**src/reset_support_pkg.sv**
```systemverilog
// reset support package
// shared constants, state encodings and bundled signals for the
// button debouncer, the main reset sequencer and the CPU boot sequencer

package reset_support_pkg;

   // flops between the raw button pin and the debounce history
   localparam int SYNC_STAGES = 2;

   // consecutive high samples before a press is believed
   localparam int DEBOUNCE_LEN = 10;

   // length of the CPU reset pulse in clock cycles
   localparam int CPU_RESET_CYCLES = 3;

   // main sequencer states
   typedef enum logic [2:0]
   {
      ST_INIT         = 3'd0,
      ST_IDLE         = 3'd1,
      ST_PLL_RESET    = 3'd2,
      ST_REQUEST      = 3'd3,
      ST_WAIT_RELEASE = 3'd4
   } main_state_e;

   // CPU sequencer states
   // reset states are kept contiguous, boot follows the last of them
   typedef enum logic [2:0]
   {
      CPU_IDLE   = 3'd0,
      CPU_RESET1 = 3'd1,
      CPU_RESET2 = 3'd2,
      CPU_RESET3 = 3'd3,
      CPU_BOOT   = 3'd4
   } cpu_state_e;

   // debounced reset button
   typedef struct packed
   {
      logic level;
      logic pressed;
   } button_evt_t;

   // CPU control lines
   typedef struct packed
   {
      logic reset;
      logic boot;
   } cpu_ctl_t;

endpackage

```
**src/button_debouncer.sv**
```systemverilog
// reset button debouncer
// brings the raw button into the clock domain, filters out contact
// bounce and reports a debounced level and a one-cycle press event

module button_debouncer
(
   input  logic                           sys_slowclk,
   input  logic                           dcm_reset,
   input  logic                           button_r,
   output reset_support_pkg::button_evt_t button_evt
);

   import reset_support_pkg::*;

   logic [SYNC_STAGES-1:0]  sync_q;
   logic [DEBOUNCE_LEN-1:0] history_q;
   logic [DEBOUNCE_LEN-1:0] history_next;
   logic                    history_full;
   logic                    level_prev_q;
   logic                    pressed_q;

   // synchronizer chain with the newest sample in bit 0
   always_ff @(posedge sys_slowclk or posedge dcm_reset)
   begin
      if (dcm_reset)
      begin
         sync_q <= '0;
      end
      else
      begin
         sync_q <= {sync_q[SYNC_STAGES-2:0], button_r};
      end
   end

   // history gets the synchronized sample shifted in every cycle
   assign history_next = {history_q[DEBOUNCE_LEN-2:0], sync_q[SYNC_STAGES-1]};

   always_ff @(posedge sys_slowclk or posedge dcm_reset)
   begin
      if (dcm_reset)
      begin
         history_q <= '0;
      end
      else
      begin
         history_q <= history_next;
      end
   end

   // level high only while every stored sample is high
   assign history_full = &history_q;

   // press event in the cycle after the level rises
   always_ff @(posedge sys_slowclk or posedge dcm_reset)
   begin
      if (dcm_reset)
      begin
         level_prev_q <= 1'b0;
         pressed_q    <= 1'b0;
      end
      else
      begin
         level_prev_q <= history_full;
         pressed_q    <= history_full & ~level_prev_q;
      end
   end

   assign button_evt = '{level: history_full, pressed: pressed_q};

endmodule

```
**src/reset_sequencer.sv**
```systemverilog
// main reset sequencer
// runs the reset sequence after power-on and after each debounced
// press: one-cycle clock manager reset, then a request to the CPU side,
// then holds off further presses until the button is let go

module reset_sequencer
(
   input  logic                           sys_slowclk,
   input  logic                           dcm_reset,
   input  reset_support_pkg::button_evt_t button_evt,
   input  logic                           reset_req_ready,
   output logic                           reset_req_valid,
   output logic                           pll_reset
);

   import reset_support_pkg::*;

   main_state_e state_q;
   main_state_e state_next;
   logic        req_fire;

   // request moves across on an edge where both sides agree
   assign req_fire = reset_req_valid & reset_req_ready;

   always_ff @(posedge sys_slowclk or posedge dcm_reset)
   begin
      if (dcm_reset)
      begin
         state_q <= ST_INIT;
      end
      else
      begin
         state_q <= state_next;
      end
   end

   always_comb
   begin
      state_next = state_q;
      unique case (state_q)
         ST_INIT:
         begin
            // power-on always kicks off a full sequence
            state_next = ST_PLL_RESET;
         end
         ST_IDLE:
         begin
            if (button_evt.pressed)
            begin
               state_next = ST_PLL_RESET;
            end
         end
         ST_PLL_RESET:
         begin
            state_next = ST_REQUEST;
         end
         ST_REQUEST:
         begin
            // stay here with valid up while the CPU side is busy
            if (req_fire)
            begin
               state_next = ST_WAIT_RELEASE;
            end
         end
         ST_WAIT_RELEASE:
         begin
            // presses seen here are dropped
            if (!button_evt.level)
            begin
               state_next = ST_IDLE;
            end
         end
         default:
         begin
            state_next = ST_INIT;
         end
      endcase
   end

   // outputs straight from the state register
   assign pll_reset       = (state_q == ST_PLL_RESET);
   assign reset_req_valid = (state_q == ST_REQUEST);

endmodule

```
**src/cpu_boot_sequencer.sv**
```systemverilog
// CPU boot sequencer
// takes one reset request while idle and walks the CPU through a fixed
// reset pulse, with the boot line over the last reset cycle and one more

module cpu_boot_sequencer
(
   input  logic                        sys_slowclk,
   input  logic                        dcm_reset,
   input  logic                        reset_req_valid,
   output logic                        reset_req_ready,
   output reset_support_pkg::cpu_ctl_t cpu_ctl
);

   import reset_support_pkg::*;

   cpu_state_e state_q;
   cpu_state_e state_next;
   logic       req_fire;
   logic       in_reset;
   logic       in_boot;

   assign req_fire = reset_req_valid & reset_req_ready;

   always_ff @(posedge sys_slowclk or posedge dcm_reset)
   begin
      if (dcm_reset)
      begin
         state_q <= CPU_IDLE;
      end
      else
      begin
         state_q <= state_next;
      end
   end

   always_comb
   begin
      state_next = state_q;
      unique case (state_q)
         CPU_IDLE:
         begin
            if (req_fire)
            begin
               state_next = CPU_RESET1;
            end
         end
         CPU_RESET1:
         begin
            state_next = CPU_RESET2;
         end
         CPU_RESET2:
         begin
            state_next = CPU_RESET3;
         end
         CPU_RESET3:
         begin
            state_next = CPU_BOOT;
         end
         CPU_BOOT:
         begin
            state_next = CPU_IDLE;
         end
         default:
         begin
            state_next = CPU_IDLE;
         end
      endcase
   end

   // reset states run from CPU_RESET1 for CPU_RESET_CYCLES codes
   assign in_reset = (state_q >= CPU_RESET1) &&
                     (int'(state_q) < int'(CPU_RESET1) + CPU_RESET_CYCLES);

   // boot overlaps the final reset cycle, then holds one more
   assign in_boot = (int'(state_q) == int'(CPU_RESET1) + CPU_RESET_CYCLES - 1) ||
                    (state_q == CPU_BOOT);

   assign reset_req_ready = (state_q == CPU_IDLE);
   assign cpu_ctl         = '{reset: in_reset, boot: in_boot};

endmodule

```
**src/reset_support_top.sv**
```systemverilog
// reset and boot support
// debounced reset button feeding the main reset sequencer, which hands
// CPU resets to the CPU boot sequencer over a valid/ready request

module reset_support_top
(
   input  logic                        sys_slowclk,
   input  logic                        dcm_reset,
   input  logic                        button_r,
   output logic                        pll_reset,
   output reset_support_pkg::cpu_ctl_t cpu_ctl
);

   import reset_support_pkg::*;

   button_evt_t button_evt;
   logic        reset_req_valid;
   logic        reset_req_ready;

   button_debouncer u_button_debouncer
   (
      .sys_slowclk (sys_slowclk),
      .dcm_reset   (dcm_reset),
      .button_r    (button_r),
      .button_evt  (button_evt)
   );

   reset_sequencer u_reset_sequencer
   (
      .sys_slowclk     (sys_slowclk),
      .dcm_reset       (dcm_reset),
      .button_evt      (button_evt),
      .reset_req_ready (reset_req_ready),
      .reset_req_valid (reset_req_valid),
      .pll_reset       (pll_reset)
   );

   cpu_boot_sequencer u_cpu_boot_sequencer
   (
      .sys_slowclk     (sys_slowclk),
      .dcm_reset       (dcm_reset),
      .reset_req_valid (reset_req_valid),
      .reset_req_ready (reset_req_ready),
      .cpu_ctl         (cpu_ctl)
   );

endmodule

```
**config.mk**
```make
export PLATFORM = sky130hd
export DESIGN_NAME = reset_support_top
export DESIGN_NICKNAME = d
export VERILOG_FILES = /design/src/reset_support_pkg.sv /design/src/button_debouncer.sv /design/src/reset_sequencer.sv /design/src/cpu_boot_sequencer.sv /design/src/reset_support_top.sv
export SDC_FILE = /design/constraint.sdc
export NUM_CORES = 1
export LEC_CHECK = 0
export ABC_AREA = 1
export CORE_MARGIN = 2
export CORE_UTILIZATION = 57
export DETAILED_ROUTE_END_ITERATION = 12
export DONT_BUFFER_PORTS = 1
export GPL_ROUTABILITY_DRIVEN = 0
export MAX_ROUTING_LAYER = met4
export PLACE_DENSITY = 0.72
export SYNTH_ARGS = -nofsm -noshare
export SYNTH_HDL_FRONTEND = slang
export SYNTH_HIERARCHICAL = 1
export SYNTH_SLANG_ARGS = --single-unit
export TNS_END_PERCENT = 5
```
**constraint.sdc**
```tcl
create_clock -name sys_slowclk -period 1.7 [get_ports sys_slowclk]
set_clock_uncertainty 0.2 [all_clocks]
set_input_delay 0.425 -clock sys_slowclk [delete_from_list [all_inputs] [get_ports sys_slowclk]]
set_output_delay 0.425 -clock sys_slowclk [all_outputs]
set_load 0.005 [all_outputs]
```
After elaboration in Yosys (flattened, before gate mapping)
Cells that the tools add are included.
{ "totals": {"ff_bits": 20, "in_bits": 3, "output_inout_bits": 3, "wordCells": 36} }
{ "op_classes": {"n_lt_le_gt_ge": 2, "eq_ne": 13, "n_mux": 6, "n_bitwise": 3, "n_reduce_logical": 6} }
{ "op_table": {"columns": ["cell", "count"], "rows": [
  ["case mux 3 bit (5 select lines)", 1],
  ["== test 3 x 2 -> 1 bit (second input constant)", 4],
  ["2-to-1 mux 3 bit", 4],
  ["case mux 3 bit (4 select lines)", 1],
  ["AND reduction 10 bit", 1],
  ["== test 3 bit (second input constant)", 3],
  ["!= test 2 bit (second input constant)", 4],
  ["== test 3 x 1 -> 1 bit (second input constant)", 2],
  ["logical NOT 3 bit", 2],
  [">= comparator 3 x 1 -> 1 bit (second input constant)", 1],
  ["< comparator 3 bit (second input constant)", 1],
  ["AND reduction 3 bit", 1],
  ["AND 1 bit", 2],
  ["logical AND 1 bit", 1],
  ["logical OR 1 bit", 1],
  ["NOT 1 bit", 1]
]} }

Longest topological paths before layout
{ "depth": {"ltp_word": 4, "ltp_mapped": 8, "mapped_depth_nobuf": 7} }

Hierarchy
The synthesis kept the hierarchy.
{ "modules_own_cells": {"columns": ["module", "n_inst", "cells_each", "area_per_inst_um2"], "rows": [
  ["button_debouncer", 1, 28, 424.2],
  ["reset_sequencer", 1, 26, 191.4],
  ["cpu_boot_sequencer", 1, 21, 155.1]
]} }

Least setup slack after synthesis
No wires, ideal clock.
{ "synth_path": {"path_type": "reg2out", "from": "register u_cpu_boot_sequencer.state_q[0]", "to": "output port cpu_ctl[0] (netlist bit)", "t_arrival_ns": 0.735, "t_required_ns": 1.075, "slack_ns": 0.340, "stages_incl_launch_ff": 5, "path_cell_list": "dfrtp_1 -> nor2_2 -> nand2_1 -> nand2_1 -> buf_4"} }
{ "synth_via": {"elab_chain_cells": 2, "elab_cells_between_ends": 3, "classes_between": "2 x eq/ne; 1 x reduce/logical"} }
{ "synth_lines": {"columns": ["element", "line_no", "text"], "rows": [
  ["start: declaration", "cpu_boot_sequencer.sv:16", "cpu_state_e state_q;"],
  ["start signal: assignment", "cpu_boot_sequencer.sv:32", "state_q <= state_next;"],
  ["== test 3 bit (on tied branches)", "cpu_boot_sequencer.sv:75, cpu_boot_sequencer.sv:76", null],
  ["logical OR 1 bit *", "cpu_boot_sequencer.sv:75", "assign in_boot = (int'(state_q) == int'(CPU_RESET1) + CPU_RESET_CYCLES - 1) ||"],
  ["end: declaration", "reset_support_top.sv:11", "output reset_support_pkg::cpu_ctl_t cpu_ctl"]
]} }
Mark *: on every way between the ends. The rest lies on a longest branch, timed or not.

==> out/qor.csv <==
stage;metric;value;unit
outcome;run status;complete, no violations;
clocking;Clock Path Buffers;2;
clocking;Sink Count;20;
global_route;initial antenna violation count;0;
place;Port Buf Inserts;0;
cells_and_area;Ant. Diodes;0;
worst_hold_path;HP Class;flop to flop;
timing;measured slew at the worst slew-check pin;0.532;ns
worst_setup_path;Worst Setup Path Type;flop to output port;
clocking;Clk pin slew, worst setup/hold paths;0.10;ns
yosys;synthesized flop and latch total;20;
floorplanning;die area;0.00166;sq mm
global_route;GRT Overall Usage;0.183;
worst_setup_path;arrival time at the worst endpoint;1.03;ns
yosys;Commonest cells post-synth;dfrtp_1, nand2_1, inv_1;
worst_setup_path;r2r setup slk;0.38;ns
yosys;syn avg cell area;10.3;sq um
timing;Hold Vio Cnt, Final;0;
route;Vias/cell;5.12;
global_route;largest net degree at the start of global routing;15;
route;Routed WL per cell;12.6;microns
yosys;Mapped Area;771;sq um
floorplanning;I/O pin total;6;
timing;Final Slew Violations;0;
yosys;post-synthesis mux area share;0;
power_and_ir_drop;Peak supply drop;0.792;mV
yosys;leading post-synthesis cells by cell area;dfrtp_1, nand2_1, inv_1;
yosys;adder-cell area share of the yosys netlist;0;
cells_and_area;final core utilization;0.639;
power_and_ir_drop;Power Dens Cells;1570;mW/mm^2
yosys;number of synthesized flops with an enable pin;0;
yosys;Synth area leader;dfrtp_1;
worst_hold_path;hold path start;u_button_debouncer/sync_q[1]$_DFF_PP0_;
timing;Final Setup Violations;0;
global_route;global-route wire length before repair;1.84;mm
yosys;complex-gate fraction of the synthesized area;0.0422;
clocking;clock root buffer;clkbuf_4;
power_and_ir_drop;Tot Pwr;1.29;mW
route;Post-route DRC;0;
global_route;Overflow after GRT;0;
yosys;share of the synthesized area in the top cell type;0.649;
route;final wirelength;1.16;mm
worst_setup_path;worst r2r dst;u_reset_sequencer/state_q[1]$_DFFE_PP0P_;
worst_hold_path;Hold Path Depth;0;
global_route;number of global-route vias before repair;431;
yosys;cell count after synthesis;75;
yosys;xor/xnor share of the synthesized area;0;
worst_setup_path;R2R depth;5;
floorplanning;row count;13;
clocking;CTS tree;yes;
worst_setup_path;CP Capture Type;output port;
yosys;syn nets;78;
worst_hold_path;hold path endpoint;u_button_debouncer/history_q[0]$_DFF_PP0_;
worst_setup_path;reg2reg start;u_cpu_boot_sequencer/state_q[0]$_DFFE_PP0P_;
floorplanning;Core ar.;0.00128;sq mm
timing;Max-slew headroom;0.645;
clocking;TritonCTS buffer count;3;
yosys;Main synth FF type;dfrtp_1;
yosys;Simple-Gate Fraction of Synth Area;0.211;
timing;minimum clock period;1.65;ns
floorplanning;Die Ht;40.8;microns
clocking;H-tree Lvls;1;
timing;Max Freq;0.604;GHz
yosys;largest family of logic cells by synthesized area;simple AND/OR/NAND/NOR gates;
clocking;Post-CTS Setup Repair Bufs;0;
floorplanning;Die Wd;40.8;microns
route;DRT Pass-1 Iters;4;
timing;final period utilization;0.973;
yosys;distinct cell type count after synthesis;17;
yosys;sequential-to-total area share from yosys stat;0.649;
yosys;synthesis warning total;6;
route;drt initial violations;7;
place;Final HPWL DP;787;microns
timing;RSZ-0062 raised after global routing;true;
worst_setup_path;CP startpoint kind;flop;
yosys;most common cell in the netlist;dfrtp_1;
worst_setup_path;largest fanout on the critical path;5;
route;Antenna Nets Post-Route;0;
route;via count;471;
floorplanning;Initial Util;0.600;
clocking;Clock Latency Late Sink;0.29;ns
cells_and_area;Layout area overhead;6.49;%
worst_setup_path;Data required, critical path;1.07;ns
cells_and_area;nets;81;
yosys;Synth async-reset ratio;1.00;
cells_and_area;layout cells sized above 1;0.234;
power_and_ir_drop;Lkg Pwr;0.417;nW
flow_run;Max Cap Viol;0;
[metrics by stage]
step | TNS [ns] | hold slack (ns) | setup WS, ns | cell area, sq um | std cells
2_1_floorplan | 0 | -0.0214 | 0.340 | 771 | 75
6_report | 0 | 0.159 | 0.0456 | 821 | 92
3_3_place_gp | 0 | -0.0139 | 0.391 | 759 | 86
3_5_place_dp | 0 | -0.0104 | 0.379 | 759 | 86
5_1_grt | -0.0629 | 0.167 | -0.0469 | 821 | 92
4_1_cts | 0 | 0.162 | 0.0305 | 816 | 92
[kinds of logic after synthesis]
kind of cell / Yosys count
and+or+nand+nor: 34
buffers and inverters: 16
DFF: 20
AOI/OAI and AO/OA: 5
[critical path, cell delays in order (launching register included)]
cell	delay, ns
dfrtp_1	0.44
nor2_2	0.15
nand2_1	0.08
nand2_2	0.06
[cell type report]
class                   instances  area, sq um
multi-input cells              39          200
flip-flops and latches         20          500
clock buffers                   4         36.3
repair buffers                  2         20.0
inverters                      12         45.0
well taps                      15         18.8
fillers                       112          464
[report_power, final]
| part | switching (mW) | leakage (nW) | internal, mW | total (mW) |
|---|---|---|---|---|
| Sequential | 0.0969 | 0.242 | 0.560 | 0.657 |
| Combinational | 0.229 | 0.154 | 0.135 | 0.364 |
| Clock | 0.135 | 0.0210 | 0.131 | 0.265 |
[worst max-delay path by stage]
stage,cells past startpoint,endpoint,start,slack (ns)
after global routing,3,cpu_ctl[0],u_cpu_boot_sequencer/state_q[1]$_DFFE_PP0P_,-0.05
final,3,cpu_ctl[0],u_cpu_boot_sequencer/state_q[1]$_DFFE_PP0P_,0.05
after global placement,3,pll_reset,u_reset_sequencer/state_q[0]$_DFFE_PP0P_,0.39
after floorplan,4,cpu_ctl[0],u_cpu_boot_sequencer/state_q[0]$_DFFE_PP0P_,0.34
after CTS,3,pll_reset,u_reset_sequencer/state_q[0]$_DFFE_PP0P_,0.03
after detailed placement,3,pll_reset,u_reset_sequencer/state_q[0]$_DFFE_PP0P_,0.38
[sequential cells by signal (all words and copies together), names as in the netlist]
name and flops:
u_button_debouncer/pressed_q 1, u_button_debouncer/sync_q 2, u_button_debouncer/history_q 10, u_button_debouncer/level_prev_q 1
u_reset_sequencer/state_q 3, u_cpu_boot_sequencer/state_q 3
[cells in the final DEF, fill, tap and decap left out]
cell type / Yosys / routed
a21oi_2: 1 / 1
o21ai_2: 1 / 1
nand3_1: 2 / 2
inv_1: 11 / 10
clkbuf_8: 0 / 1
clkbuf_4: 0 / 3
nand3_2: 2 / 2
nand2_1: 16 / 15
nor2_2: 4 / 5
dlygate4sd3_1: 0 / 2
nand2_2: 1 / 2
a21oi_1: 1 / 1
nor3_1: 1 / 1
o21ai_0: 1 / 1
nor3_2: 1 / 1
o21ai_1: 1 / 1
inv_2: 1 / 2
nor2_1: 7 / 6
dfrtp_1: 20 / 20
[metal layers]
metal / GRT usage / wire length, microns / vias to the layer above
met3: 0.0326 / 67 / 2
met4: 0.108 / 14 / 0
li1: - / - / 226
met5: - / 0 / -
met2: 0.278 / 591 / 12
met1: 0.230 / 490 / 231
[timing repair]
action | 4_1_cts | 5_1_grt
pin swaps | 0 | 2
gates cloned | 0 | 0
hold buffers | 2 | 0
endpoints found under the hold margin | 21 | 0
resized for setup | 1 | 2
endpoints found under the setup margin | 1 | 2
Note: power is estimated with default switching activity, not from simulation.
